## config.mk

```make
export PLATFORM = sky130hd
export DESIGN_NAME = response_path
export DESIGN_NICKNAME = d
export VERILOG_FILES = /design/src/verilog/resp_pkg.sv /design/src/verilog/chunk_counter.sv /design/src/verilog/disasm_ctrl.sv /design/src/verilog/packet_disassembler.sv /design/src/verilog/response_arbiter.sv /design/src/verilog/response_path.sv
export SDC_FILE = /design/constraint.sdc
export NUM_CORES = 1
export LEC_CHECK = 0
export ABC_AREA = 1
export ABC_CLOCK_PERIOD_IN_PS = 2600
export BUFFER_PORTS_ARGS = -buffer_cell sky130_fd_sc_hd__buf_4
export CORE_ASPECT_RATIO = 1.1
export CORE_MARGIN = 5
export CORE_UTILIZATION = 53
export CTS_CLUSTER_DIAMETER = 80
export DETAILED_ROUTE_END_ITERATION = 12
export PLACE_DENSITY = 0.77
export SLEW_MARGIN = 10
export SYNTH_ARGS = -nofsm -noshare
export SYNTH_HDL_FRONTEND = slang
export SYNTH_SLANG_ARGS = --single-unit
```

## constraint.sdc

```tcl
create_clock -name clk -period 2.6 [get_ports clk]
set_input_delay 0.52 -clock clk [delete_from_list [all_inputs] [get_ports clk]]
set_output_delay 0.52 -clock clk [all_outputs]
set_load 0.03 [all_outputs]
```

## src/verilog/resp_pkg.sv

```systemverilog
`default_nettype none

package resp_pkg;

  // width of one full response word as delivered by a response source
  localparam int default_resp_nbits = 32;

  // width of one chunk on the narrow link
  // the response width has to be a whole multiple of it
  localparam int default_chunk_nbits = 8;

  // number of response sources sharing the link, at least 2
  localparam int default_ninputs = 3;

  // states of one packet disassembler
  // in idle it waits for a response word
  // in send it offers the held word chunk by chunk
  typedef enum logic {
    idle = 1'b0,
    send = 1'b1
  } disasm_state_e;

endpackage

`default_nettype wire

```

## src/verilog/chunk_counter.sv

```systemverilog
`timescale 1ns/1ps
`default_nettype none

module chunk_counter
  import resp_pkg::*;
#(
  parameter int chunk_nbits = default_chunk_nbits,
  parameter int resp_nbits  = default_resp_nbits
) (
  input  logic clk,
  input  logic reset,
  input  logic clear,
  input  logic step,
  output logic last
);

  // number of chunks in one message and the width needed to count them
  localparam int nchunks   = resp_nbits / chunk_nbits;
  localparam int cnt_nbits = (nchunks > 1) ? $clog2(nchunks) : 1;
  localparam logic [cnt_nbits-1:0] last_idx = cnt_nbits'(nchunks - 1);

  // index of the chunk that the disassembler is offering right now
  logic [cnt_nbits-1:0] idx;

  // a response that does not split evenly would lose its low bits
  if (resp_nbits % chunk_nbits != 0) begin : g_width_check
    $error("response width must be a multiple of the chunk width");
  end

  // clear wins over step since a new message always starts at chunk 0
  always_ff @(posedge clk) begin
    if (reset) begin
      idx <= '0;
    end else if (clear) begin
      idx <= '0;
    end else if (step) begin
      idx <= idx + 1'b1;
    end
  end

  assign last = (idx == last_idx);

  // the controller leaves the final chunk to the state change, so the
  // counter is never asked to move past the end of a message
  step_not_past_last: assert property (@(posedge clk) disable iff (reset) step |-> !last);

endmodule

`default_nettype wire

```

## src/verilog/disasm_ctrl.sv

```systemverilog
`timescale 1ns/1ps
`default_nettype none

module disasm_ctrl
  import resp_pkg::*;
(
  input  logic clk,
  input  logic reset,
  input  logic resp_val,
  input  logic chunk_rdy,
  input  logic last,
  output logic resp_rdy,
  output logic load,
  output logic shift,
  output logic chunk_val
);

  disasm_state_e state;
  disasm_state_e state_next;

  // a chunk leaves on this edge
  logic chunk_xfer;

  // the handshakes come straight from the state so neither side waits
  // on the other before raising its val or rdy
  assign resp_rdy  = (state == idle);
  assign chunk_val = (state == send);

  // load the holding register and restart the counter on an accepted response
  assign load = resp_val & resp_rdy;

  assign chunk_xfer = chunk_val & chunk_rdy;

  // move on to the next chunk after every transfer except the final one,
  // the final transfer ends the message instead
  assign shift = chunk_xfer & ~last;

  always_comb begin
    state_next = state;
    case (state)
      idle: begin
        if (load) begin
          state_next = send;
        end
      end
      send: begin
        // resp_rdy rises in the cycle right after the last chunk leaves
        if (chunk_xfer && last) begin
          state_next = idle;
        end
      end
      default: begin
        state_next = idle;
      end
    endcase
  end

  always_ff @(posedge clk) begin
    if (reset) begin
      state <= idle;
    end else begin
      state <= state_next;
    end
  end

endmodule

`default_nettype wire

```

## src/verilog/packet_disassembler.sv

```systemverilog
`timescale 1ns/1ps
`default_nettype none

module packet_disassembler
  import resp_pkg::*;
#(
  parameter int resp_nbits  = default_resp_nbits,
  parameter int chunk_nbits = default_chunk_nbits
) (
  input  logic                   clk,
  input  logic                   reset,
  input  logic                   resp_val,
  output logic                   resp_rdy,
  input  logic [resp_nbits-1:0]  resp_msg,
  output logic                   chunk_val,
  input  logic                   chunk_rdy,
  output logic [chunk_nbits-1:0] chunk_msg
);

  // control strobes between the state machine, the counter and the register
  logic load;
  logic shift;
  logic last;

  // response held here while its chunks go out
  // the chunk on offer always sits in the top bits
  logic [resp_nbits-1:0] hold_q;

  disasm_ctrl disasm_ctrl_i (
    .clk       (clk),
    .reset     (reset),
    .resp_val  (resp_val),
    .chunk_rdy (chunk_rdy),
    .last      (last),
    .resp_rdy  (resp_rdy),
    .load      (load),
    .shift     (shift),
    .chunk_val (chunk_val)
  );

  // the counter restarts whenever a new response is loaded
  chunk_counter #(
    .chunk_nbits (chunk_nbits),
    .resp_nbits  (resp_nbits)
  ) chunk_counter_i (
    .clk   (clk),
    .reset (reset),
    .clear (load),
    .step  (shift),
    .last  (last)
  );

  // shifting left brings the next lower chunk up, so the most
  // significant chunk goes first
  always_ff @(posedge clk) begin
    if (load) begin
      hold_q <= resp_msg;
    end else if (shift) begin
      hold_q <= hold_q << chunk_nbits;
    end
  end

  assign chunk_msg = hold_q[resp_nbits-1 -: chunk_nbits];

  // a stalled chunk must not change under the arbiter
  chunk_stable: assert property (@(posedge clk) disable iff (reset)
    chunk_val && !chunk_rdy |=> chunk_val && $stable(chunk_msg));

  // the disassembler either takes a response or sends one, never both
  rdy_val_exclusive: assert property (@(posedge clk) disable iff (reset)
    !(resp_rdy && chunk_val));

endmodule

`default_nettype wire

```

## src/verilog/response_arbiter.sv

```systemverilog
`timescale 1ns/1ps
`default_nettype none

module response_arbiter
  import resp_pkg::*;
#(
  parameter int chunk_nbits = default_chunk_nbits,
  parameter int ninputs     = default_ninputs
) (
  input  logic clk,
  input  logic reset,
  input  logic chunk_val [ninputs],
  output logic chunk_rdy [ninputs],
  input  logic [chunk_nbits-1:0] chunk_msg [ninputs],
  output logic out_val,
  input  logic out_rdy,
  output logic [$clog2(ninputs)+chunk_nbits-1:0] out_msg
);

  // width of the source index put in front of every chunk
  localparam int idx_nbits = $clog2(ninputs);

  // input that owns the link in this cycle
  logic [idx_nbits-1:0] grant;

  // owner in the cycle before, kept until its message is done
  logic [idx_nbits-1:0] prev_grant;

  // lowest index with a chunk waiting
  logic [idx_nbits-1:0] enc;

  // rdy lines gathered in one vector for the one-hot check
  logic [ninputs-1:0] rdy_vec;

  // scanning from the top down lets the lowest waiting index win
  // an idle link falls back to input 0
  always_comb begin
    enc = '0;
    for (int i = ninputs - 1; i >= 0; i--) begin
      if (chunk_val[i]) begin
        enc = idx_nbits'(i);
      end
    end
  end

  // a disassembler holds val high from its first chunk to its last, so
  // the grant only moves once the previous owner's val has dropped
  always_comb begin
    if (!chunk_val[prev_grant]) begin
      grant = enc;
    end else begin
      grant = prev_grant;
    end
  end

  always_ff @(posedge clk) begin
    if (reset) begin
      prev_grant <= '0;
    end else begin
      prev_grant <= grant;
    end
  end

  // only the granted input sees the link's back-pressure
  for (genvar i = 0; i < ninputs; i++) begin : g_rdy
    assign chunk_rdy[i] = (grant == idx_nbits'(i)) ? out_rdy : 1'b0;
    assign rdy_vec[i]   = chunk_rdy[i];
  end

  // no pipeline here, the granted chunk goes straight through
  // out_val already includes out_rdy, so it marks a transfer by itself
  assign out_val = chunk_val[grant] & chunk_rdy[grant];

  // the source index goes in front so the far side can sort the chunks
  assign out_msg = {grant, chunk_msg[grant]};

  // two disassemblers must never see the same chunk leave
  single_rdy: assert property (@(posedge clk) disable iff (reset) $onehot0(rdy_vec));

endmodule

`default_nettype wire

```

## src/verilog/response_path.sv

```systemverilog
`timescale 1ns/1ps
`default_nettype none

module response_path
  import resp_pkg::*;
#(
  parameter int resp_nbits  = default_resp_nbits,
  parameter int chunk_nbits = default_chunk_nbits,
  parameter int ninputs     = default_ninputs
) (
  input  logic clk,
  input  logic reset,
  // one response port per source
  input  logic resp_val [ninputs],
  output logic resp_rdy [ninputs],
  input  logic [resp_nbits-1:0] resp_msg [ninputs],
  // shared chunk stream towards the serial link
  output logic out_val,
  input  logic out_rdy,
  output logic [$clog2(ninputs)+chunk_nbits-1:0] out_msg
);

  // chunk streams from the disassemblers into the arbiter
  logic                   chunk_val [ninputs];
  logic                   chunk_rdy [ninputs];
  logic [chunk_nbits-1:0] chunk_msg [ninputs];

  // each source gets its own disassembler, so up to ninputs
  // messages can be in flight at once
  for (genvar i = 0; i < ninputs; i++) begin : g_disasm
    packet_disassembler #(
      .resp_nbits  (resp_nbits),
      .chunk_nbits (chunk_nbits)
    ) packet_disassembler_i (
      .clk       (clk),
      .reset     (reset),
      .resp_val  (resp_val[i]),
      .resp_rdy  (resp_rdy[i]),
      .resp_msg  (resp_msg[i]),
      .chunk_val (chunk_val[i]),
      .chunk_rdy (chunk_rdy[i]),
      .chunk_msg (chunk_msg[i])
    );
  end

  // the arbiter keeps whole messages together on the link
  response_arbiter #(
    .chunk_nbits (chunk_nbits),
    .ninputs     (ninputs)
  ) response_arbiter_i (
    .clk       (clk),
    .reset     (reset),
    .chunk_val (chunk_val),
    .chunk_rdy (chunk_rdy),
    .chunk_msg (chunk_msg),
    .out_val   (out_val),
    .out_rdy   (out_rdy),
    .out_msg   (out_msg)
  );

endmodule

`default_nettype wire

```

==> results.ini <==
[setup_path]
cp-end-kind = output pin
rrSetupSlack_ps = 590
critPathBufInv = 2
worstSetupPathType = register to output pin
slowest_delay_ps = 400
cp_slowest_cell = dfxtp_1
arrival_ps = 1820
worstPathRequired_ps = 2080
path_delay_family = simple AND/OR/NAND/NOR gates
cp_max_fo = 22
crit_chain = inv_2 > nand2_1 > nand3_1 > nand3_1 > nand2_2 > nand2_1 > o21ai_1 > o21ai_0 > buf_4
start_kind = register

[yosys]
avgSynthCellArea_um2 = 9.39
synth_cell_type_count = 24
synthCells = 510
netlist_area_um2 = 4790
ys_ff_latch = 107
yosysSeqAreaShare = 0.648
syn_nets = 615
yosys_warnings = 0

[floorplan]
fp.dieArea_um2 = 11000
fp.dieW_um = 101
start_util = 0.543
ioPinCount = 116
core_um2 = 8830
std_cell_rows = 36
die_h_um = 110

[detailed_routing]
firstDrtPassIters = 4
ant_nets = 0
vias_per_cell = 4.79
routedWlPerCell_um = 12.7
num_vias = 3531
drc_errors = 0
drt-total-wl_mm = 9.39
drt_iter0_markers = 203

[sta]
finalMaxSlewViolations = 0
finalSetupViolations = 0
finalHoldViolCount = 0
finClkSkew_ps = 8.57
grt_setup_unrepaired = no
max_slew.worst_pin.slew_ps = 479
setup_ws_ps = 260
post-route-period-util = 0.900
period_minus_slack_ps = 2340
fin_tns_setup_ps = 0
clock.fmax_ghz = 0.427
slew_headroom = 0.680

[layout]
num_antenna_cells = 0
drive_gt1_frac = 0.246
syn2layout_area_growth_pct = 22.7
multi_input_area_um2 = 1360
fillers = 709
final_common_cell = nand2_1
stdcell_area_um2 = 5880
final_cell_mix = 246 x nand2_1, 120 x buf_4, 96 x edfxtp_1, 42 x inv_1, 36 x nor2_1
final_nets = 724
regArea_um2 = 3100

[place]
port_buffers = 115
detailedPlace.worstSlack_ps = 635
place_area_um2 = 5710
routabilityCongestion = 0.817
dp_hpwl_mm = 6.94

[worst_hold_path]
worstHoldPathType = primary input to register

[clock_network]
clock_sinks = 107
cts_buffers = 9
cts_max_level = 3
postCtsSetupRepairBufs = 0
cts_tree = built
cts_resized = 0
ctsRootBufferMaster = clkbuf_8
clk_path_buf_depth = 2
clk_pin_slew_ps = 100
cts_hold_buf = 0
clock_latency_ps = 350

[grt]
grt_pass1_wl_mm = 15.0
grt_max_degree = 34
antenna_found_initial = 0
grt_usage = 0.175
grt_pass1_vias = 3452
gr-total-overflow = 0

[power]
finalPower_mw = 3.74
powerDensity_nw_per_um2 = 636
vdd_ir_drop_max_uv = 342
power.leakage_nw = 2.77

[run]
drv_cap = 0

[run_status]
status = completed

cell usage after synthesis, drive strengths merged:
cell	n	share of area
nand3b	1	0.0016
dfxtp	11	0.046
o21ai	21	0.023
nand4	2	0.0026
buf	23	0.030
nor3	1	0.0021
nand2	250	0.20
nor2	37	0.030
nand3	7	0.0084
a31oi	1	0.0013
a21boi	1	0.0016
ha	3	0.0078
edfxtp	96	0.60
inv	50	0.039
a21oi	6	0.0078
layout make-up:
| class | instances | share of cell area |
|---|---|---|
| clock buffers | 9 | 0.0211 |
| clock inverters | 6 | 0.00724 |
| inverters | 50 | 0.0319 |
| multi-input cells | 330 | 0.231 |
| flip-flops and latches | 107 | 0.528 |
| well taps | 114 | 0.0243 |
| repair buffers | 121 | 0.157 |
cells by family after synthesis:
kind of cell	Yosys count	share of synthesized area
compound gates	29	0.0334
fa+ha+maj	3	0.00784
buf+inv	73	0.0687
flops	107	0.648
simple gates	298	0.242
path summary, 6_finish.rpt:
path | from | to | cells after the start
min | reset | register | 2
max | register | out_msg[7] | 9
min reg2reg | register | register | 2
max reg2reg | register | g_disasm[0].packet_disassembler_i.hold_q[6]$_SDFFCE_PN0P_ | 7
report_power, final:
part	internal, mW	switching (mW)	leakage [nW]	total [mW]
Sequential	2.12	0.0528	1.04	2.17
Combinational	0.269	0.418	1.66	0.687
Clock	0.345	0.536	0.0831	0.881
Total	2.73	1.01	2.77	3.74
flip-flops by register name, summed over array words and instances, names as in the netlist:
| register | flops |
|---|---|
| g_disasm.packet_disassembler_i.hold_q | 96 |
| g_disasm.packet_disassembler_i.chunk_counter_i.idx | 6 |
| g_disasm.packet_disassembler_i.disasm_ctrl_i.chunk_val | 3 |
| response_arbiter_i.prev_grant | 2 |
through the flow:
step	std cells	hold WS, ps	util
floorplan	510	441	-
global placement	722	451	0.647
detailed placement	722	468	0.647
CTS	737	396	0.666
global route	737	399	0.666
finish	737	405	0.666
metal layers:
| metal | track usage | share of wire | vias to the layer above |
|---|---|---|---|
| li1 | - | - | 1827 |
| met5 | 0 | 0 | - |
| met3 | 0.0387 | 0.056 | 21 |
| met2 | 0.292 | 0.51 | 105 |
| met1 | 0.220 | 0.41 | 1578 |
| met4 | 0.0741 | 0.024 | 0 |
Power figures use the tool's default switching activity.
